File: config.mk
export PLATFORM = sky130hd
export DESIGN_NAME = ex_decoder_top
export DESIGN_NICKNAME = d
export VERILOG_FILES = /design/src/rtl/ex_ctrl_pkg.sv /design/src/rtl/riscv_isa_pkg.sv /design/src/rtl/ex_ctrl_stage.sv /design/src/rtl/ex_decoder_top.sv /design/src/rtl/instr_capture.sv /design/src/rtl/int_decoder.sv /design/src/rtl/system_decoder.sv
export SDC_FILE = /design/constraint.sdc
export NUM_CORES = 1
export LEC_CHECK = 0
export BUFFER_PORTS_ARGS = -buffer_cell sky130_fd_sc_hd__buf_2
export CELL_PAD_IN_SITES_DETAIL_PLACEMENT = 1
export CELL_PAD_IN_SITES_GLOBAL_PLACEMENT = 2
export CORE_MARGIN = 10
export CORE_UTILIZATION = 30
export CTS_CLUSTER_SIZE = 25
export DETAILED_ROUTE_END_ITERATION = 16
export HOLD_SLACK_MARGIN = 0.12
export PLACE_DENSITY_LB_ADDON = 0.1
export SLEW_MARGIN = 10
export SYNTH_ARGS = -nofsm -noshare
export SYNTH_HDL_FRONTEND = slang
export SYNTH_SLANG_ARGS = --single-unit
export TNS_END_PERCENT = 5
File: constraint.sdc
create_clock -name clk_i -period 1.5 [get_ports clk_i]
set_input_delay 0.15 -clock clk_i [delete_from_list [all_inputs] [get_ports clk_i]]
set_output_delay 0.15 -clock clk_i [all_outputs]
set_load 0.02 [all_outputs]
File: src/rtl/ex_ctrl_pkg.sv
package ex_ctrl_pkg;

    // Execute unit select, 2'b10 is reserved
    typedef enum logic [1:0] {
        UNIT_ALU = 2'b00,
        UNIT_MDU = 2'b01,
        UNIT_CSR = 2'b11
    } unit_sel_e;

    typedef enum logic [3:0] {
        ALU_ADD    = 4'b0000,
        ALU_SUB    = 4'b0001,
        ALU_SLL    = 4'b0011,
        ALU_SLT    = 4'b0100,
        ALU_SLTU   = 4'b0101,
        ALU_XOR    = 4'b0110,
        ALU_SRL    = 4'b0111,
        ALU_SRA    = 4'b1000,
        ALU_OR     = 4'b1001,
        ALU_AND    = 4'b1010,
        ALU_PASS_B = 4'b1100
    } alu_op_e;

    // Same coding as the M-extension funct3
    typedef enum logic [2:0] {
        MDU_MUL    = 3'b000,
        MDU_MULH   = 3'b001,
        MDU_MULHSU = 3'b010,
        MDU_MULHU  = 3'b011,
        MDU_DIV    = 3'b100,
        MDU_DIVU   = 3'b101,
        MDU_REM    = 3'b110,
        MDU_REMU   = 3'b111
    } mdu_op_e;

    typedef enum logic [1:0] {
        CSR_NONE  = 2'b00,
        CSR_WRITE = 2'b01,
        CSR_SET   = 2'b10,
        CSR_CLEAR = 2'b11
    } csr_op_e;

    typedef enum logic [1:0] {
        PJ_NONE   = 2'b00,
        PJ_MRET   = 2'b01,
        PJ_ECALL  = 2'b10,
        PJ_EBREAK = 2'b11
    } privjump_e;

    typedef enum logic [1:0] {
        WB_ALU  = 2'b00,
        WB_LOAD = 2'b01,
        WB_PC4  = 2'b11
    } wb_sel_e;

    typedef struct packed {
        logic      legal;
        unit_sel_e unit;
        logic      csr_en;
        csr_op_e   csr_op;
        logic      csr_imm_sel;
        privjump_e privjump;
        alu_op_e   alu_op;
        logic      mdu_en;
        mdu_op_e   mdu_op;
        logic      rs2_negate;
        logic      reg_wr_en;
        wb_sel_e   wb_sel;
        logic      op1_pc_sel;
        logic      op2_imm_sel;
        logic      is_load;
        logic      is_store;
    } ex_ctrl_t;

endpackage

File: src/rtl/riscv_isa_pkg.sv
package riscv_isa_pkg;

    // Instruction word with the two low bits removed
    typedef logic [31:2] instr_t;

    typedef logic [4:0]  opcode_t;
    typedef logic [2:0]  funct3_t;
    typedef logic [6:0]  funct7_t;
    typedef logic [11:0] funct12_t;
    typedef logic [4:0]  reg_idx_t;

    typedef struct packed {
        opcode_t  opcode;
        funct3_t  funct3;
        funct7_t  funct7;
        funct12_t funct12;
        reg_idx_t rd;
        reg_idx_t rs1;
        reg_idx_t rs2;
    } instr_fields_t;

    // Major opcodes, bits 6:2
    localparam opcode_t OPC_LOAD   = 5'b00000;
    localparam opcode_t OPC_STORE  = 5'b01000;
    localparam opcode_t OPC_BRANCH = 5'b11000;
    localparam opcode_t OPC_JALR   = 5'b11001;
    localparam opcode_t OPC_JAL    = 5'b11011;
    localparam opcode_t OPC_AUIPC  = 5'b00101;
    localparam opcode_t OPC_LUI    = 5'b01101;
    localparam opcode_t OPC_OP_IMM = 5'b00100;
    localparam opcode_t OPC_OP     = 5'b01100;
    localparam opcode_t OPC_SYSTEM = 5'b11100;

    localparam funct7_t F7_BASE   = 7'b0000000;
    localparam funct7_t F7_ALT    = 7'b0100000;
    localparam funct7_t F7_MULDIV = 7'b0000001;

    // Integer funct3, shared by OP and OP-IMM
    localparam funct3_t F3_ADD  = 3'b000;
    localparam funct3_t F3_SLL  = 3'b001;
    localparam funct3_t F3_SLT  = 3'b010;
    localparam funct3_t F3_SLTU = 3'b011;
    localparam funct3_t F3_XOR  = 3'b100;
    localparam funct3_t F3_SR   = 3'b101;
    localparam funct3_t F3_OR   = 3'b110;
    localparam funct3_t F3_AND  = 3'b111;

    localparam funct3_t F3_PRIV   = 3'b000;
    localparam funct3_t F3_CSRRW  = 3'b001;
    localparam funct3_t F3_CSRRS  = 3'b010;
    localparam funct3_t F3_CSRRC  = 3'b011;
    localparam funct3_t F3_CSRRWI = 3'b101;
    localparam funct3_t F3_CSRRSI = 3'b110;
    localparam funct3_t F3_CSRRCI = 3'b111;

    localparam funct12_t F12_ECALL  = 12'h000;
    localparam funct12_t F12_EBREAK = 12'h001;
    localparam funct12_t F12_MRET   = 12'h302;
    localparam funct12_t F12_WFI    = 12'h105;

endpackage

File: src/rtl/ex_ctrl_stage.sv
`timescale 1ns/1ps

module ex_ctrl_stage (
    input  logic                  clk_i,
    input  logic                  rst_i,
    input  logic                  fields_valid_i,
    input  ex_ctrl_pkg::ex_ctrl_t int_ctrl_i,
    input  logic                  int_hit_i,
    input  ex_ctrl_pkg::ex_ctrl_t sys_ctrl_i,
    input  logic                  sys_hit_i,
    output logic                  ctrl_valid_o,
    output ex_ctrl_pkg::ex_ctrl_t ctrl_o
);
    import ex_ctrl_pkg::*;

    ex_ctrl_t ctrl_d;

    // Illegal encodings leave the whole bundle at zero
    always_comb begin
        if (int_hit_i) begin
            ctrl_d = int_ctrl_i;
        end else if (sys_hit_i) begin
            ctrl_d = sys_ctrl_i;
        end else begin
            ctrl_d = '0;
        end
        ctrl_d.legal = int_hit_i | sys_hit_i;
    end

    always_ff @(posedge clk_i) begin
        if (rst_i) begin
            ctrl_valid_o <= 1'b0;
            ctrl_o       <= '0;
        end else begin
            ctrl_valid_o <= fields_valid_i;
            if (fields_valid_i) begin
                ctrl_o <= ctrl_d;
            end
        end
    end

    // Decoders own disjoint opcode sets
    hits_exclusive_a: assert property (
        @(posedge clk_i) disable iff (rst_i)
        fields_valid_i |-> !(int_hit_i && sys_hit_i)
    ) else $error("integer and system decoders both hit");

endmodule

File: src/rtl/ex_decoder_top.sv
`timescale 1ns/1ps

module ex_decoder_top (
    input  logic                  clk_i,
    input  logic                  rst_i,
    input  logic                  instr_valid_i,
    input  riscv_isa_pkg::instr_t instr_i,
    output logic                  ctrl_valid_o,
    output ex_ctrl_pkg::ex_ctrl_t ctrl_o
);
    import riscv_isa_pkg::*;
    import ex_ctrl_pkg::*;

    logic          fields_valid;
    instr_fields_t fields;
    ex_ctrl_t      int_ctrl;
    logic          int_hit;
    ex_ctrl_t      sys_ctrl;
    logic          sys_hit;

    instr_capture u_instr_capture (
        .clk_i          (clk_i),
        .rst_i          (rst_i),
        .instr_valid_i  (instr_valid_i),
        .instr_i        (instr_i),
        .fields_valid_o (fields_valid),
        .fields_o       (fields)
    );

    int_decoder u_int_decoder (
        .fields_i (fields),
        .ctrl_o   (int_ctrl),
        .hit_o    (int_hit)
    );

    system_decoder u_system_decoder (
        .fields_i (fields),
        .ctrl_o   (sys_ctrl),
        .hit_o    (sys_hit)
    );

    ex_ctrl_stage u_ex_ctrl_stage (
        .clk_i          (clk_i),
        .rst_i          (rst_i),
        .fields_valid_i (fields_valid),
        .int_ctrl_i     (int_ctrl),
        .int_hit_i      (int_hit),
        .sys_ctrl_i     (sys_ctrl),
        .sys_hit_i      (sys_hit),
        .ctrl_valid_o   (ctrl_valid_o),
        .ctrl_o         (ctrl_o)
    );

endmodule

File: src/rtl/instr_capture.sv
`timescale 1ns/1ps

module instr_capture (
    input  logic                         clk_i,
    input  logic                         rst_i,
    input  logic                         instr_valid_i,
    input  riscv_isa_pkg::instr_t        instr_i,
    output logic                         fields_valid_o,
    output riscv_isa_pkg::instr_fields_t fields_o
);
    import riscv_isa_pkg::*;

    instr_t instr_q;

    always_ff @(posedge clk_i) begin
        if (rst_i) begin
            fields_valid_o <= 1'b0;
        end else begin
            fields_valid_o <= instr_valid_i;
        end
    end

    // Word held until the next strobe
    always_ff @(posedge clk_i) begin
        if (instr_valid_i) begin
            instr_q <= instr_i;
        end
    end

    always_comb begin
        fields_o.opcode  = instr_q[6:2];
        fields_o.funct3  = instr_q[14:12];
        fields_o.funct7  = instr_q[31:25];
        fields_o.funct12 = instr_q[31:20];
        fields_o.rd      = instr_q[11:7];
        fields_o.rs1     = instr_q[19:15];
        fields_o.rs2     = instr_q[24:20];
    end

endmodule

File: src/rtl/int_decoder.sv
`timescale 1ns/1ps

module int_decoder (
    input  riscv_isa_pkg::instr_fields_t fields_i,
    output ex_ctrl_pkg::ex_ctrl_t        ctrl_o,
    output logic                         hit_o
);
    import riscv_isa_pkg::*;
    import ex_ctrl_pkg::*;

    alu_op_e f3_alu_op;

    // ALU op from funct3, right shifts split by funct7
    always_comb begin
        case (fields_i.funct3)
            F3_ADD:  f3_alu_op = ALU_ADD;
            F3_SLL:  f3_alu_op = ALU_SLL;
            F3_SLT:  f3_alu_op = ALU_SLT;
            F3_SLTU: f3_alu_op = ALU_SLTU;
            F3_XOR:  f3_alu_op = ALU_XOR;
            F3_SR:   f3_alu_op = (fields_i.funct7 == F7_ALT) ? ALU_SRA : ALU_SRL;
            F3_OR:   f3_alu_op = ALU_OR;
            F3_AND:  f3_alu_op = ALU_AND;
            default: f3_alu_op = ALU_ADD;
        endcase
    end

    always_comb begin
        ctrl_o = '0;
        hit_o  = 1'b0;
        case (fields_i.opcode)
            OPC_LOAD: begin
                hit_o              = 1'b1;
                ctrl_o.alu_op      = ALU_ADD;
                ctrl_o.reg_wr_en   = 1'b1;
                ctrl_o.wb_sel      = WB_LOAD;
                ctrl_o.op2_imm_sel = 1'b1;
                ctrl_o.is_load     = 1'b1;
            end
            OPC_STORE: begin
                hit_o              = 1'b1;
                ctrl_o.alu_op      = ALU_ADD;
                ctrl_o.op2_imm_sel = 1'b1;
                ctrl_o.is_store    = 1'b1;
            end
            OPC_BRANCH: begin
                // Adder forms the target, compare is done elsewhere
                hit_o              = 1'b1;
                ctrl_o.alu_op      = ALU_ADD;
                ctrl_o.op1_pc_sel  = 1'b1;
                ctrl_o.op2_imm_sel = 1'b1;
            end
            OPC_AUIPC: begin
                hit_o              = 1'b1;
                ctrl_o.alu_op      = ALU_ADD;
                ctrl_o.reg_wr_en   = 1'b1;
                ctrl_o.op1_pc_sel  = 1'b1;
                ctrl_o.op2_imm_sel = 1'b1;
            end
            OPC_JAL: begin
                hit_o              = 1'b1;
                ctrl_o.reg_wr_en   = 1'b1;
                ctrl_o.wb_sel      = WB_PC4;
                ctrl_o.op1_pc_sel  = 1'b1;
                ctrl_o.op2_imm_sel = 1'b1;
            end
            OPC_JALR: begin
                hit_o              = 1'b1;
                ctrl_o.reg_wr_en   = 1'b1;
                ctrl_o.wb_sel      = WB_PC4;
                ctrl_o.op2_imm_sel = 1'b1;
            end
            OPC_LUI: begin
                hit_o              = 1'b1;
                ctrl_o.alu_op      = ALU_PASS_B;
                ctrl_o.reg_wr_en   = 1'b1;
                ctrl_o.op2_imm_sel = 1'b1;
            end
            OPC_OP_IMM: begin
                // Shift amounts leave funct7 in the upper immediate bits
                case (fields_i.funct3)
                    F3_SLL:  hit_o = (fields_i.funct7 == F7_BASE);
                    F3_SR:   hit_o = (fields_i.funct7 == F7_BASE) || (fields_i.funct7 == F7_ALT);
                    default: hit_o = 1'b1;
                endcase
                if (hit_o) begin
                    ctrl_o.alu_op      = f3_alu_op;
                    ctrl_o.reg_wr_en   = 1'b1;
                    ctrl_o.op2_imm_sel = 1'b1;
                end
            end
            OPC_OP: begin
                case (fields_i.funct7)
                    F7_BASE: begin
                        hit_o            = 1'b1;
                        ctrl_o.alu_op    = f3_alu_op;
                        ctrl_o.reg_wr_en = 1'b1;
                    end
                    F7_ALT: begin
                        // Only SUB and SRA use the alternate encoding
                        if (fields_i.funct3 == F3_ADD) begin
                            hit_o             = 1'b1;
                            ctrl_o.alu_op     = ALU_SUB;
                            ctrl_o.rs2_negate = 1'b1;
                        end else if (fields_i.funct3 == F3_SR) begin
                            hit_o         = 1'b1;
                            ctrl_o.alu_op = ALU_SRA;
                        end
                        ctrl_o.reg_wr_en = hit_o;
                    end
                    F7_MULDIV: begin
                        hit_o            = 1'b1;
                        ctrl_o.unit      = UNIT_MDU;
                        ctrl_o.mdu_en    = 1'b1;
                        ctrl_o.mdu_op    = mdu_op_e'(fields_i.funct3);
                        ctrl_o.reg_wr_en = 1'b1;
                    end
                    default: hit_o = 1'b0;
                endcase
            end
            default: hit_o = 1'b0;
        endcase
    end

    // Bundle stays zero unless the decoder hit
    always_comb begin
        if (!hit_o) begin
            assert (ctrl_o == '0)
                else $error("integer bundle not zero without a hit");
        end
    end

endmodule

File: src/rtl/system_decoder.sv
`timescale 1ns/1ps

module system_decoder (
    input  riscv_isa_pkg::instr_fields_t fields_i,
    output ex_ctrl_pkg::ex_ctrl_t        ctrl_o,
    output logic                         hit_o
);
    import riscv_isa_pkg::*;
    import ex_ctrl_pkg::*;

    csr_op_e csr_op;

    // Register and immediate forms share the operation
    always_comb begin
        case (fields_i.funct3)
            F3_CSRRW, F3_CSRRWI: csr_op = CSR_WRITE;
            F3_CSRRS, F3_CSRRSI: csr_op = CSR_SET;
            F3_CSRRC, F3_CSRRCI: csr_op = CSR_CLEAR;
            default:             csr_op = CSR_NONE;
        endcase
    end

    always_comb begin
        ctrl_o = '0;
        hit_o  = 1'b0;
        if (fields_i.opcode == OPC_SYSTEM) begin
            if (csr_op != CSR_NONE) begin
                hit_o              = 1'b1;
                ctrl_o.unit        = UNIT_CSR;
                ctrl_o.csr_en      = 1'b1;
                ctrl_o.csr_op      = csr_op;
                ctrl_o.csr_imm_sel = fields_i.funct3[2];
                ctrl_o.reg_wr_en   = 1'b1;
            end else if (fields_i.funct3 == F3_PRIV && fields_i.rd == '0
                         && fields_i.rs1 == '0) begin
                case (fields_i.funct12)
                    F12_ECALL: begin
                        hit_o           = 1'b1;
                        ctrl_o.privjump = PJ_ECALL;
                    end
                    F12_EBREAK: begin
                        hit_o           = 1'b1;
                        ctrl_o.privjump = PJ_EBREAK;
                    end
                    F12_MRET: begin
                        hit_o           = 1'b1;
                        ctrl_o.privjump = PJ_MRET;
                    end
                    // WFI acts as a no-op here
                    F12_WFI: hit_o = 1'b1;
                    default: hit_o = 1'b0;
                endcase
            end
        end
    end

    // Bundle stays zero unless the decoder hit
    always_comb begin
        if (!hit_o) begin
            assert (ctrl_o == '0)
                else $error("system bundle not zero without a hit");
        end
    end

endmodule

# Yosys cells after proc, flatten, opt, wreduce, memory -nomap -nowiden
# Cells that the tools add are included.
# classes
n_eq_ne	21
n_mux	40
bitwise_logic	1
reduce_logical	19
# op_table
operator	count
$mux 24	2
$pmux 4 s8	1
$eq 5x5->1 const B	4
$mux 4	5
$mux 1	16
$eq 5x4->1 const B	3
$logic_not 5->1	3
$eq 12x1->1 const B	1
$eq 12x10->1 const B	1
$eq 12x9->1 const B	1
$eq 3x3->1 const B	4
$logic_not 12->1	1
$pmux 2 s3	2
$pmux 4 s3	1
$eq 5x3->1 const B	2
$reduce_or 2->1	5
$mux 8	1
$pmux 4 s2	1
$eq 7x1->1 const B	1
$eq 7x6->1 const B	1
$logic_not 7->1	1
$reduce_or 7->1	1
$eq 3x2->1 const B	2
$mux 2	3
other kinds (14)	18
# totals
reg_bits	57
input_bits	33
elab_cells	100

# Logic depth before layout (Yosys ltp)
# Gate-level depths: netlist (run 1).
# depth
depth_word	8
depth_mapped	6
mapped_depth_nobuf	5

# Hierarchy
# From an unflattened synthesis (run 1), not the netlist that was laid out.
# hier_totals
cells_unflattened	317
area_unflattened_um2	3153.0
# modules_own_cells
module	instances	cells_per_inst	area_each_um2	seq_area_each_um2
ex_ctrl_stage	1	143	1196.1	520.5
instr_capture	1	44	1024.7	920.9
int_decoder	1	83	604.3	0.0
system_decoder	1	47	327.8	0.0

# Least setup slack after synthesis (run 1)
# Ideal clock, no wire load.
# synth_path
path_type	register -> register
start	register u_instr_capture.instr_q[10]
end	register, netlist name u_ex_ctrl_stage.ctrl_o[24]
setup_time_ps	91
arrival_time_ps	1568
required_time_ps	1409
setup_slack_ps	-159
stages_incl_launch_ff	7
synth_period_minus_slack_ps	1659
path_cell_list	edfxtp_1 > buf_12 > or3_4 > nor3_2 > and4_1 > nand2_1 > a311oi_1
# synth_via
elab_chain_len	7
# synth_rtl
element	line_no	source
start: declaration	instr_capture.sv:13	instr_t instr_q;
start signal: assignment	instr_capture.sv:26	instr_q <= instr_i;
$eq 3x2->1, or another cell as far along	system_decoder.sv:15	case (fields_i.funct3)
$reduce_or 2->1 / $logic_and 1x1->1 (equally long branches)	system_decoder.sv:15, system_decoder.sv:34	
$pmux 2 s3 / $logic_and 1x1->1 (equally long branches)	system_decoder.sv:15, system_decoder.sv:35	
$reduce_bool 2->1 / $mux 1 (equally long branches)	system_decoder.sv:27, system_decoder.sv:34	
$mux 1	system_decoder.sv:27	if (csr_op != CSR_NONE) begin
$mux 1	system_decoder.sv:26	if (fields_i.opcode == OPC_SYSTEM) begin
$or 1x1->1 *	ex_ctrl_stage.sv:27	ctrl_d.legal = int_hit_i | sys_hit_i;
# Mark *: on every way between the ends. The rest lies on a longest branch, timed or not. The select of a mux whose other input is x is not followed.
# A chain may end at the register's enable or synchronous reset.

# Worst setup path in the final report (run 1)
# layout_path
start	register u_instr_capture.instr_q[0]
end	register, netlist name u_ex_ctrl_stage.ctrl_o[15]
# layout_via
elab_chain_len	4
# layout_rtl
element	line_no	source
$eq 5x4->1, or another cell as far along	int_decoder.sv:31	case (fields_i.opcode)
$reduce_or 7->1 (no source line)	n/a	
$pmux 1 s3	int_decoder.sv:31	
$mux 24 *	ex_ctrl_stage.sv:20	if (int_hit_i) begin
# Mark *: on every way between the ends. The rest lies on a longest branch, timed or not.

==> out/summary.md, run 1 <==
After detailed routing, the number of remaining DRC violations is 0. Buffers placed on the I/O ports in this run total 58. The critical path goes through buf_4 -> or2_1 -> a21o_1 -> a21oi_4 -> o41ai_4 -> a221oi_2. The logs give 0.7707 for the global placer's final weighted congestion and 70.47% for the relative max-transition margin.

In the synthesized netlist, the number of instances is 214. The mean post-synth cell area was 11.25 µm²; the chip height was 109.6 µm. The cell accounting for the most synthesized area is sky130_fd_sc_hd__edfxtp_1.

Based on the critical path, the design can be clocked at up to 585.5 MHz. Across all register-to-register paths, the minimum setup slack is -0.21 ns. The synthesized design contains 56 register bits.

The worst setup path is launched from a register. The critical path is of the reg -> reg type. The initial antenna violation count came out at 0. The number of global-route vias before repair was 2218.

The critical path ends at u_ex_ctrl_stage.ctrl_o[15]. The maximum cell stage delay along the critical path came out at 0.51 ns. The synthesized area is 0.002409 mm². The count of cells in the finished layout, fillers not included, comes to 450. Worst clock skew: 0.01172 ns. For the total via count in the routed design, the log shows 2107. The synthesized design contains 30 enable-type register cells.

Setup repair after global routing could not meet its margin everywhere. TritonCTS built the clock tree. After detailed routing, the number of vias per cell comes to 4.682. The storage element area was 0.001421 mm².

STA puts the critical path data required time at 1.73 ns. After legalization and detailed placement, the total HPWL measured 5099 µm. Average detailed-routed wire length per instance: 15.01 µm. The checks that failed: negative setup slack. After synthesis, the cell types taking the most area are sky130_fd_sc_hd__edfxtp_1 (37%), sky130_fd_sc_hd__dfxtp_1 (22%), sky130_fd_sc_hd__a21oi_1 (3.3%). Max-cap violations in this run came to 0. The logs give 11.60% for the total global routing track utilization and 0 for the number of hold violations in the final report.

Entering global routing, the biggest net connects 21 pins. OpenSTA, run right after detailed placement, puts the worst setup slack at -0.2781 ns. Of the cells placed in the final design, the portion with a size suffix greater than 1 is 41.95%. After filler insertion, the fill cell instance count of the layout stands at 871. Once detail routing completed, the nets flagged for antenna violations numbered 0.

During I/O placement, the number of pins put on the boundary was 59. Data on the critical path arrives at its endpoint at 1.94 ns. The first global-routing pass estimated 11120 µm of wire.

The share of the cycle needed by the critical path after routing came out at 113.9%. The run finished, with violations left. The type of the tightest min-delay check was in -> reg. The multi-input combinational cells in the finished layout cover a total of 0.001001 mm². For the design area, the log shows 0.003655 mm². The number of placement rows was 32. In this run the power density over the cells is 852.1 mW/mm².

In the layout the commonest cells are sky130_fd_sc_hd__buf_2 (58), sky130_fd_sc_hd__buf_4 (47), sky130_fd_sc_hd__dlygate4sd3_1 (30), sky130_fd_sc_hd__edfxtp_1 (30), sky130_fd_sc_hd__dfxtp_1 (26). For this configuration, the core starts out at a cell density of 31.01%. In this run the deepest clock path goes through 2 buffers.

Subtracting the final worst setup slack from the clock period gives 1.708 ns. For this design, the slowest cell found on the critical path is sky130_fd_sc_hd__edfxtp_1. Of the post-synthesis cell area, the dominant cell type holds 37.40%.

In this run, the number of DRC markers left after iteration 0 of detailed routing was 41. Of all flip-flops after synthesis, the portion carrying an async set or reset was 0%. The final-stage net count was 380.

Leaving out fill and tap cells, the most frequent cell in the layout is sky130_fd_sc_hd__buf_2. In this run, placement finished with an instance count of 406. Worst reg2reg path endpoint: u_ex_ctrl_stage.ctrl_o[15].

The worst-case IR drop observed on VDD is 0.3543 mV. The sequential area share after synthesis is 59.01%. For this block, the routed nets add up to 6754 µm of wire. Setup violations remaining at the end of the flow were counted as 16. Among all flip-flop cells after synthesis, the most frequent one is sky130_fd_sc_hd__edfxtp_1. Type of element capturing the critical path: a register. Tracing the worst setup path back leads to its startpoint at u_instr_capture.instr_q[0]. For this run the aggregate overflow at the end of global routing stands at 0. The number of nets handed over by synthesis was 247. The tree is rooted in a sky130_fd_sc_hd__clkbuf_8.

The number of antenna diodes in the final layout is 0. The floorplan die width is 109.6 µm, and the area added between synthesis and finish is 51.74%. The logs give 0.003098 mm² for the total placed instance area and 2 for the H-tree depth reported by CTS.

Counting every sink on the clock net gives 56. The die covers 0.01201 mm². Beginning of the worst register-to-register path: u_instr_capture.instr_q[0]. The floorplan step defined a core boundary enclosing 0.007767 mm². The unique cell type count in the Yosys netlist is 55, and the actual slew at the worst max-slew pin is 0.4429 ns. The clock transition at the register clock pins on the worst setup and hold paths after CTS is 0.11 ns, and the warning count from the yosys run is 0. Once layout is complete, the utilization of the core stands at 47.05%. The analysis attributes to cell leakage a power of 1.480 nW. The largest driver fanout on the critical path works out to 5. The design draws 0.003114 W. Number of buffers created by CTS: 5. The number of cells traversed by the worst register-to-register path is 6, and the number of max-slew violations in the final report is 0. The first TritonRoute pass finished after 4 iterations. The final worst slack was -0.2079 ns; the insertion delay of the later-clocked pin in the worst-skew pair was 0.32 ns.
-- cell type report --
cell class / count / share of cell area [%]
Sequential cell: 56 / 38.89
Clock buffer: 6 / 2.088
Inverter: 4 / 0.4108
Tap cell: 102 / 3.492
Clock inverter: 2 / 0.4451
Timing Repair Buffer: 139 / 27.29
Multi-Input combinational cell: 141 / 27.39
-- Yosys cell counts (3+ instances only) --
| cell | number |
|---|---|
| sky130_fd_sc_hd__nand2b_1 | 6 |
| sky130_fd_sc_hd__nor2_1 | 20 |
| sky130_fd_sc_hd__nand2_1 | 21 |
| sky130_fd_sc_hd__nor3_1 | 9 |
| sky130_fd_sc_hd__dfxtp_1 | 26 |
| sky130_fd_sc_hd__nand3_1 | 11 |
| sky130_fd_sc_hd__buf_2 | 3 |
| sky130_fd_sc_hd__edfxtp_1 | 30 |
| sky130_fd_sc_hd__nor4_1 | 3 |
| sky130_fd_sc_hd__nor3b_2 | 3 |
| sky130_fd_sc_hd__nor2b_1 | 3 |
| sky130_fd_sc_hd__a22oi_1 | 3 |
| sky130_fd_sc_hd__inv_1 | 4 |
| sky130_fd_sc_hd__a21oi_1 | 16 |
| sky130_fd_sc_hd__clkbuf_1 | 6 |
| sky130_fd_sc_hd__a211oi_1 | 3 |
-- how the worst min path moves through the flow --
| stage | cells past startpoint | startpoint | slack (ns) | end |
|---|---|---|---|---|
| final | 1 | instr_valid_i | 0.24 | u_instr_capture.instr_q[26] |
| after global routing | 1 | instr_valid_i | 0.25 | u_instr_capture.instr_q[15] |
| after detailed placement | 1 | instr_i[15] | 0.33 | u_instr_capture.instr_q[15] |
| after CTS | 1 | instr_valid_i | 0.24 | u_instr_capture.instr_q[20] |
| after global placement | 1 | instr_i[10] | 0.33 | u_instr_capture.instr_q[10] |
| after floorplan | 0 | instr_i[0] | 0.25 | u_instr_capture.instr_q[0] |
-- sequential cells by signal (all words and copies together) (netlist names) --
register                        flops
u_ex_ctrl_stage.ctrl_valid_o        1
u_instr_capture.fields_valid_o      1
u_ex_ctrl_stage.ctrl_o             24
u_instr_capture.instr_q            30
-- power breakdown --
part / leakage, nW / internal (W) / switching [W]
registers: 0.504 / 0.00170 / 0.0000514
clock network: 0.0448 / 0.000352 / 0.000512
logic: 0.931 / 0.000273 / 0.000227
-- cells by family after synthesis --
family,synth area share (%)
multiplexers,0.8312
XOR/XNOR,0.7274
AO/OA/AOI/OAI,11.95
buffers and inverters,4.259
AND/OR/NAND/NOR,23.22
flip-flops,59.01
-- what timing repair did --
action,4_1_cts,5_1_grt
endpoints found under the setup margin,18,22
hold buffers,30,0
buffers inserted,5,1
resized for setup,8,16
endpoints found under the hold margin,30,0
pin swaps,13,6
-- critical path, delay by kind of cell (launching register included) --
kind	cells	cell delay, ns
AO/OA/AOI/OAI	4	0.73
buffers and inverters	1	0.19
flip-flops	1	0.51
AND/OR/NAND/NOR	1	0.20
-- per-layer routing --
layer,global-route usage (%),wire length [µm]
met5,0,0
met4,3.067,76
met3,2.809,339
met1,14.03,3013
met2,20.14,3324
-- stage by stage --
step	TNS [ns]	hold slack (ns)
final	-1.831	0.2413
after global routing	-4.046	0.2453
after CTS	-2.275	0.2369
after detailed placement	-2.679	0.3289
after global placement	-2.019	0.3264
after floorplan	-0.5843	0.2489
(Power assumes the default switching activity.)
==> run 2, diff against run 1 <==
- CELL_PAD_IN_SITES_DETAIL_PLACEMENT: 1 -> 2
==> run 2 against run 1 <==
The run still ends with negative setup slack left. Utilization grew 0.21 points. Register-to-register slack worse by 0.07 ns. Global-route usage increased by 1.3 points. Sequential share of layout area decreased by 0.17 points. Total power increased by 3.6%. Critical path depth is 1 lower. Via count rose by 2.0%. Routed wire length increased by 17%. Sequential power about the same. Non-clock buffer count increased by 1. Clock skew decreased by 0.0032 ns. Clock power increased by 10%. Critical endpoint is now u_ex_ctrl_stage.ctrl_o[13]. Largest cell class unchanged. Highest routed layer unchanged.
==> out/summary.md, run 2 (synthesis results as in run 1) <==
The number of I/O port buffers works out to 58 (unchanged). Type of the worst setup path: reg -> reg (unchanged). The wire length of the first global-routing pass is 12290 µm (was 11120 µm).

The tools report the number of buffers created by CTS as 5 (unchanged). The category of the worst setup path launch point is a register (unchanged). The H-tree depth reported by CTS was 2 (unchanged); the maximum number of pins on one net before global-route repair was 21 (unchanged).

The logs give 0.2469 ns (was 0.2413 ns) for the minimum hold slack and 0 (unchanged) for the overall overflow remaining after global route. The leakage component of the power came out at 1.504 nW (was 1.480 nW). CTS root buffer: sky130_fd_sc_hd__clkbuf_8 (unchanged). Standard cell with the maximum stage delay on the critical path: sky130_fd_sc_hd__edfxtp_1 (unchanged). The fill cell instance count of the final layout was 836 (was 871).

The initial antenna violation count came out at 0 (unchanged). Failing checks: negative setup slack (unchanged). The run gives 47.26% (was 47.05%) as the final standard cell utilization of the core.

The actual slew at the worst max-slew pin is 0.4306 ns (was 0.4429 ns). TritonCTS built the clock tree. The data required time of the worst path was 1.74 ns (was 1.73 ns). The tools report the starting utilization of the core area as 31.01% (unchanged). The final critical-path required period works out to 1.779 ns (was 1.708 ns). The clock transition at the register clock pins on the worst setup and hold paths after CTS was 0.10 ns (was 0.11 ns).

The share of the cycle needed by the critical path after routing was 118.6% (was 113.9%). Launch point of the worst hold path: instr_valid_i (unchanged). The tools report the count of max-cap constraint violations as 0 (unchanged). The diode insertion count for antenna repair was 0 (unchanged); the peak ir drop on the vdd network was 0.4951 mV (was 0.3543 mV). The aggregate negative setup slack came out at -2.893 ns (was -1.831 ns).

The logs give 2 (was 4) for the total iterations of the first detailed-routing run and 2.02 ns (was 1.94 ns) for the arrival time reported for the critical path endpoint. The tools report the global placer's final weighted congestion as 0.7707 (unchanged). The power density normalized to cell area is 879.1 mW/mm² (was 852.1 mW/mm²), and the number of antenna-violating nets in the routed design is 0 (unchanged).

The relative max-transition margin is 71.29% (was 70.47%), and the number of cells traversed by the worst register-to-register path is 5 (was 6). The maximum cell stage delay along the critical path is 0.47 ns (was 0.51 ns). The number of global-route vias before repair came out at 2344 (was 2218).

The total via count in the routed design is 2150 (was 2107), and the area of the die is 0.01201 mm² (unchanged). The type of element capturing the critical path is a register (unchanged). The top register by number of flip-flops is u_instr_capture.instr_q (unchanged). Setup repair after global routing could not meet its margin everywhere. Maximum number of buffers from clock root to sink: 2 (unchanged). Area added between synthesis and finish: 52.42% (was 51.74%).

The final-stage net count was 381 (was 380); the total global routing track utilization was 12.90% (was 11.60%). The number of remaining DRC errors is 0 (unchanged), and the largest driver fanout on the critical path is 4 (was 5). The insertion delay of the later-clocked pin in the worst-skew pair was 0.31 ns (was 0.32 ns). Kind of cell adding the most delay to the critical path: simple AND/OR/NAND/NOR gates (was compound AO/OA/AOI/OAI gates).

The final worst slack was -0.2787 ns (was -0.2079 ns); the power after layout was 0.003227 W (was 0.003114 W). Average detailed-routed wire length per instance: 17.53 µm (was 15.01 µm). The logs give 5614 µm (was 5099 µm) for the HPWL after detailed placement and -0.28 ns (was -0.21 ns) for the minimum setup slack among reg-to-reg paths.

The buffer and inverter count on the worst path is 0 (was 1), and the timing-limited maximum frequency is 562.2 MHz (was 585.5 MHz). The chip height came out at 109.6 µm (unchanged). The hold-critical path endpoint was u_instr_capture.instr_q[9] (was u_instr_capture.instr_q[26]). The number of vias per cell is 4.767 (was 4.682), and the first-iteration detailed-routing DRC count is 81 (was 41). The number of hold violations in the final report was 0 (unchanged); the fraction of layout cells with a size suffix above 1 was 42.12% (was 41.95%). The floorplan die width is 109.6 µm (unchanged).

The run finished, with violations left. The number of cells traversed by the worst hold path was 1 (unchanged); the number of primary I/O pins was 59 (unchanged). The placeable core area is 0.007767 mm² (unchanged), and the final wirelength is 7908 µm (was 6754 µm).

The run gives 0 (unchanged) as the number of max-slew violations in the final report. Number of sinks driven by the clock tree: 56 (unchanged). List of cells traversed by the critical path: nor4b_4 -> nand3b_1 -> and2_4 -> a311o_1 -> a21oi_2 (was buf_4 -> or2_1 -> a21o_1 -> a21oi_4 -> o41ai_4 -> a221oi_2). Setup-violating endpoint count in the final report: 20 (was 16).

For the worst clock skew, the log shows 0.008553 ns (was 0.01172 ns). The commonest non-fill, non-tap cell in the layout was sky130_fd_sc_hd__buf_2 (unchanged). Top Registers: u_instr_capture.instr_q (30), u_ex_ctrl_stage.ctrl_o (24) (unchanged). The beginning of the worst register-to-register path is u_instr_capture.instr_q[4] (was u_instr_capture.instr_q[0]).

Number of flip-flops under the largest register name: 30 (unchanged). The logic depth of the worst path, buffers included works out to 5 (was 6). The tools report the worst reg2reg path endpoint as u_ex_ctrl_stage.ctrl_o[13] (was u_ex_ctrl_stage.ctrl_o[15]). The number of placement rows was 32 (unchanged).

Top library cells by usage in the layout, fill and taps aside: sky130_fd_sc_hd__buf_2 (58), sky130_fd_sc_hd__buf_4 (49), sky130_fd_sc_hd__dlygate4sd3_1 (30), sky130_fd_sc_hd__edfxtp_1 (30), sky130_fd_sc_hd__dfxtp_1 (26) (was sky130_fd_sc_hd__buf_2 (58), sky130_fd_sc_hd__buf_4 (47), sky130_fd_sc_hd__dlygate4sd3_1 (30), sky130_fd_sc_hd__edfxtp_1 (30), sky130_fd_sc_hd__dfxtp_1 (26)). The type of the tightest min-delay check is in -> reg (unchanged).
run 2: worst reg2reg max path, cell delays in order, from the launching register on:
cell and delay (ns):
sky130_fd_sc_hd__edfxtp_1 0.47, sky130_fd_sc_hd__nor4b_4 0.45, sky130_fd_sc_hd__nand3b_1 0.16, sky130_fd_sc_hd__and2_4 0.19, sky130_fd_sc_hd__a311o_1 0.32, sky130_fd_sc_hd__a21oi_2 0.12
run 2: per-layer routing:
layer | track usage [%] | vias to the layer above | wire length (µm)
li1 | - | 1056 | -
met1 | 14.96 | 1042 | 3326
met2 | 23.42 | 43 | 4094
met3 | 3.160 | 9 | 377
met4 | 2.788 | 0 | 110
met5 | 0 | - | 0
run 2: area by class of cell:
cell class / instances / area, µm² / area share, %
sequential: 56 / 1421 / 38.72
timing repair buffer: 140 / 1001 / 27.27
multi-input combinational: 141 / 994.7 / 27.10
tap: 102 / 127.6 / 3.476
clock buffer: 7 / 107.6 / 2.931
inverter: 4 / 15.01 / 0.4090
clock inverter: 1 / 3.754 / 0.1022
run 2: worst max-delay path by stage:
| stage | slack, ns | end | from |
|---|---|---|---|
| detailed placement | -0.30 | u_ex_ctrl_stage.ctrl_o[24] | u_instr_capture.instr_q[16] |
| global placement | -0.23 | u_ex_ctrl_stage.ctrl_o[24] | u_instr_capture.instr_q[5] |
| floorplan | -0.10 | u_ex_ctrl_stage.ctrl_o[24] | u_instr_capture.instr_q[5] |
| global route | -0.40 | u_ex_ctrl_stage.ctrl_o[14] | u_instr_capture.instr_q[23] |
| CTS | -0.29 | u_ex_ctrl_stage.ctrl_o[13] | u_instr_capture.instr_q[0] |
| finish | -0.28 | u_ex_ctrl_stage.ctrl_o[13] | u_instr_capture.instr_q[4] |
run 2: power breakdown:
group	internal [W]	leakage, nW	switching [W]
combinational	0.000274	0.943	0.000247
sequential	0.00170	0.504	0.0000562
clock	0.000472	0.0570	0.000479
run 2: timing repair:
action | CTS | global route
resized for setup | 12 | 11
pin swaps | 6 | 10
hold endpoints to repair | 30 | 0
endpoints found under the setup margin | 21 | 23
hold buffers | 30 | 0
setup buffers | 0 | 7
run 2: through the flow:
stage	std cells	instance area, µm²	setup WS (ns)
2_1_floorplan	214	2417	-0.1011
4_1_cts	444	3567	-0.2869
6_report	451	3671	-0.2787
5_1_grt	451	3671	-0.4047
3_5_place_dp	406	3098	-0.2991
3_3_place_gp	406	3098	-0.2312
==> run 3, diff against run 2 <==
- RECOVER_POWER: not set -> 25
==> run 3 against run 2 <==
The flow still finishes with violations (negative setup slack). Count of clock-buffer cells in the layout unchanged. Total power decreased by 0.16%. Non-clock buffer count unchanged. Register-to-register slack about the same. Sequential cell count unchanged.
==> out/summary.md, run 3 (synthesis results as in run 1) <==
The run finished, with violations left. Failing checks: negative setup slack (unchanged). The worst clock skew is 0.008595 ns (was 0.008553 ns), and the leakage component of the power is 1.496 nW (was 1.504 nW). The switching share of power is 24.26% (was 24.25%).

List of cells traversed by the critical path: nor4b_4 -> nand3b_1 -> and2_4 -> a311o_1 -> a21oi_2 (unchanged). Power density normalized to cell area: 881.6 mW/mm² (was 879.1 mW/mm²). The number of antenna-violating nets in the routed design came out at 0 (unchanged). The share of the cycle needed by the critical path after routing is 118.5% (was 118.6%), and the final worst slack is -0.2781 ns (was -0.2787 ns). The count of max-cap constraint violations is 0 (unchanged), and the clock transition at the register clock pins on the worst setup and hold paths after CTS is 0.09 ns (was 0.10 ns). The run gives 20 (unchanged) as the setup-violating endpoint count in the final report. The tools report the minimum hold slack as 0.2666 ns (was 0.2469 ns).

The HPWL after detailed placement is 5614 µm (unchanged). The fraction of layout cells with a size suffix above 1 came out at 41.83% (was 42.12%). The tools report the total placed instance area as 0.003098 mm² (unchanged).

The number of flip-flops under the largest register name was 30 (unchanged). The origin of the worst setup path is u_instr_capture.instr_q[4] (unchanged). Top Registers: u_instr_capture.instr_q (30), u_ex_ctrl_stage.ctrl_o (24) (unchanged). The maximum cell stage delay along the critical path was 0.47 ns (about the same); the final-stage net count was 381 (unchanged). The number of placement rows is 32 (unchanged).

CTS root buffer: sky130_fd_sc_hd__clkbuf_8 (unchanged). Diode insertion count for antenna repair: 0 (unchanged). The tools report the met2 track demand over resource in global routing as 23.42% (unchanged).

The tools report the category of the worst setup path launch point as a register (unchanged). The tools report the starting utilization of the core area as 31.01% (unchanged). The switching power summed over all nets was 0.0007816 W (was 0.0007825 W). The maximum number of buffers from clock root to sink is 2 (unchanged). The number of primary I/O pins was 59 (unchanged).

The tools report the initial antenna violation count as 0 (unchanged). The final cell count without fillers is 451 (unchanged). The total via count in the routed design came out at 2152 (was 2150). The run gives 406 (unchanged) as the number of instances in the placed design. The floorplan die width works out to 109.6 µm (unchanged). For the total iterations of the first detailed-routing run, the log shows 2 (unchanged). For the maximum number of pins on one net before global-route repair, the log shows 21 (unchanged). The largest driver fanout on the critical path works out to 4 (unchanged). The final wirelength is 7920 µm (was 7908 µm), and the area of the die is 0.01201 mm² (unchanged).

The area added between synthesis and finish was 51.74% (was 52.42%). Total global routing track utilization: 12.90% (unchanged). The number of buffers created by CTS was 5 (unchanged); the final critical-path required period was 1.778 ns (was 1.779 ns). The tools report the relative max-transition margin as 54.50% (was 71.29%). The design area is 0.003655 mm² (was 0.003671 mm²), and the insertion delay of the later-clocked pin in the worst-skew pair is 0.31 ns (about the same). The number of global-route vias before repair is 2344 (unchanged).

The buffer and inverter count on the worst path was 0 (unchanged). The placeable core area was 0.007767 mm² (unchanged). The logs give 47.05% (was 47.26%) for the final standard cell utilization of the core and 54.5% (was 54.4%) for the register share of total power. The beginning of the worst register-to-register path was u_instr_capture.instr_q[4] (unchanged). The arrival time reported for the critical path endpoint was 2.02 ns (about the same); the number of I/O port buffers was 58 (unchanged). The type of the tightest min-delay check is in -> reg (unchanged).

The run gives 0 (unchanged) as the number of hold violations in the final report. Number of remaining DRC errors: 0 (unchanged). The tools report the global placer's final weighted congestion as 0.7707 (unchanged). The peak ir drop on the vdd network came out at 0.4908 mV (was 0.4951 mV).

The type of the worst setup path was reg -> reg (unchanged). The top register by number of flip-flops was u_instr_capture.instr_q (unchanged). Standard cell with the maximum stage delay on the critical path: sky130_fd_sc_hd__edfxtp_1 (unchanged).

The portion of total power attributed to combinational logic was 16.0% (was 16.1%). Setup repair after global routing could not meet its margin everywhere. Average detailed-routed wire length per instance: 17.56 µm (was 17.53 µm). TritonCTS built the clock tree.

The logs give 562.4 MHz (was 562.2 MHz) for the timing-limited maximum frequency and 29.5% (about the same) for the clock power share. The kind of cell adding the most delay to the critical path was simple AND/OR/NAND/NOR gates (unchanged). The tools report the number of max-slew violations in the final report as 0 (unchanged).

Actual slew at the worst max-slew pin: 0.6825 ns (was 0.4306 ns). The aggregate negative setup slack is -2.893 ns (about the same), and the chip height is 109.6 µm (unchanged). The internal power consumption came out at 0.002440 W (was 0.002445 W). The number of sinks driven by the clock tree is 56 (unchanged).

The wire length of the first global-routing pass is 12290 µm (unchanged). The run gives 78 (was 81) as the first-iteration detailed-routing DRC count. The tools report the H-tree depth reported by CTS as 2 (unchanged).

The tools report the launch point of the worst hold path as rst_i (was instr_valid_i). The routing layer with the top usage in global route is met2 (unchanged). The met1 routing resource usage after global routing is 14.96% (unchanged).

Top library cells by usage in the layout, fill and taps aside: sky130_fd_sc_hd__buf_2 (57), sky130_fd_sc_hd__buf_4 (49), sky130_fd_sc_hd__dlygate4sd3_1 (30), sky130_fd_sc_hd__edfxtp_1 (30), sky130_fd_sc_hd__dfxtp_1 (26) (was sky130_fd_sc_hd__buf_2 (58), sky130_fd_sc_hd__buf_4 (49), sky130_fd_sc_hd__dlygate4sd3_1 (30), sky130_fd_sc_hd__edfxtp_1 (30), sky130_fd_sc_hd__dfxtp_1 (26)). Commonest non-fill, non-tap cell in the layout: sky130_fd_sc_hd__buf_2 (unchanged). The tools report the type of element capturing the critical path as a register (unchanged).

The overall overflow remaining after global route came out at 0 (unchanged). The number of vias per cell works out to 4.772 (was 4.767). The logs give 3.160% (unchanged) for the met3 usage in global routing and 1.74 ns (about the same) for the data required time of the worst path.
-- run 3: cell count changes in the layout (fill, tap and decap cells not counted) --
| cell | delta |
|---|---|
| sky130_fd_sc_hd__clkbuf_1 | +1 |
| sky130_fd_sc_hd__clkbuf_2 | +1 |
| sky130_fd_sc_hd__buf_2 | -1 |
| sky130_fd_sc_hd__buf_12 | -1 |
-- run 3: through the flow --
| step | setup WS (ns) | power (W) |
|---|---|---|
| CTS | -0.2869 | 0.003231 |
| floorplan | -0.1011 | 0.001974 |
| global placement | -0.2312 | 0.002182 |
| finish | -0.2781 | 0.003222 |
| global route | -0.4047 | 0.003370 |
| detailed placement | -0.2991 | 0.002199 |
-- run 3: layout make-up --
cell class,instances,area (µm²)
repair buffers,140,984.7
clock inverters,1,3.754
clock buffers,7,107.6
fillers,838,4113
multi-input cells,141,994.7
flip-flops and latches,56,1421
well taps,102,127.6
inverters,4,15.01
-- run 3: metal layers --
metal / vias to the layer above / share of wire, %
li1: 1056 / -
met1: 1044 / 42
met2: 43 / 52
met3: 9 / 4.8
met4: 0 / 1.4
met5: - / 0
-- run 3: what timing repair did --
item	in CTS	in global routing
hold endpoints to repair	30	0
gates resized for setup	12	11
hold buffers	30	0
pin swaps	6	10
setup endpoints to repair	21	23
buffers inserted	0	7
-- run 3: worst paths after layout --
path / cells after the start / slack [ns] / end
hold reg to reg: 2 / 0.47 / u_ex_ctrl_stage.ctrl_o[20]
setup reg to reg: 5 / -0.28 / u_ex_ctrl_stage.ctrl_o[13]
hold / removal: 2 / 0.27 / u_ex_ctrl_stage.ctrl_o[0]
setup / recovery: 5 / -0.28 / u_ex_ctrl_stage.ctrl_o[13]
-- run 3: power by group through the flow --
| stage | clock network [W] | logic (W) | registers [W] |
|---|---|---|---|
| detailed placement | 0 | 0.000407 | 0.00179 |
| global route | 0.00103 | 0.000566 | 0.00177 |
| floorplan | 0 | 0.000186 | 0.00179 |
| global placement | 0 | 0.000396 | 0.00179 |
| CTS | 0.000987 | 0.000486 | 0.00176 |
| finish | 0.000950 | 0.000516 | 0.00176 |
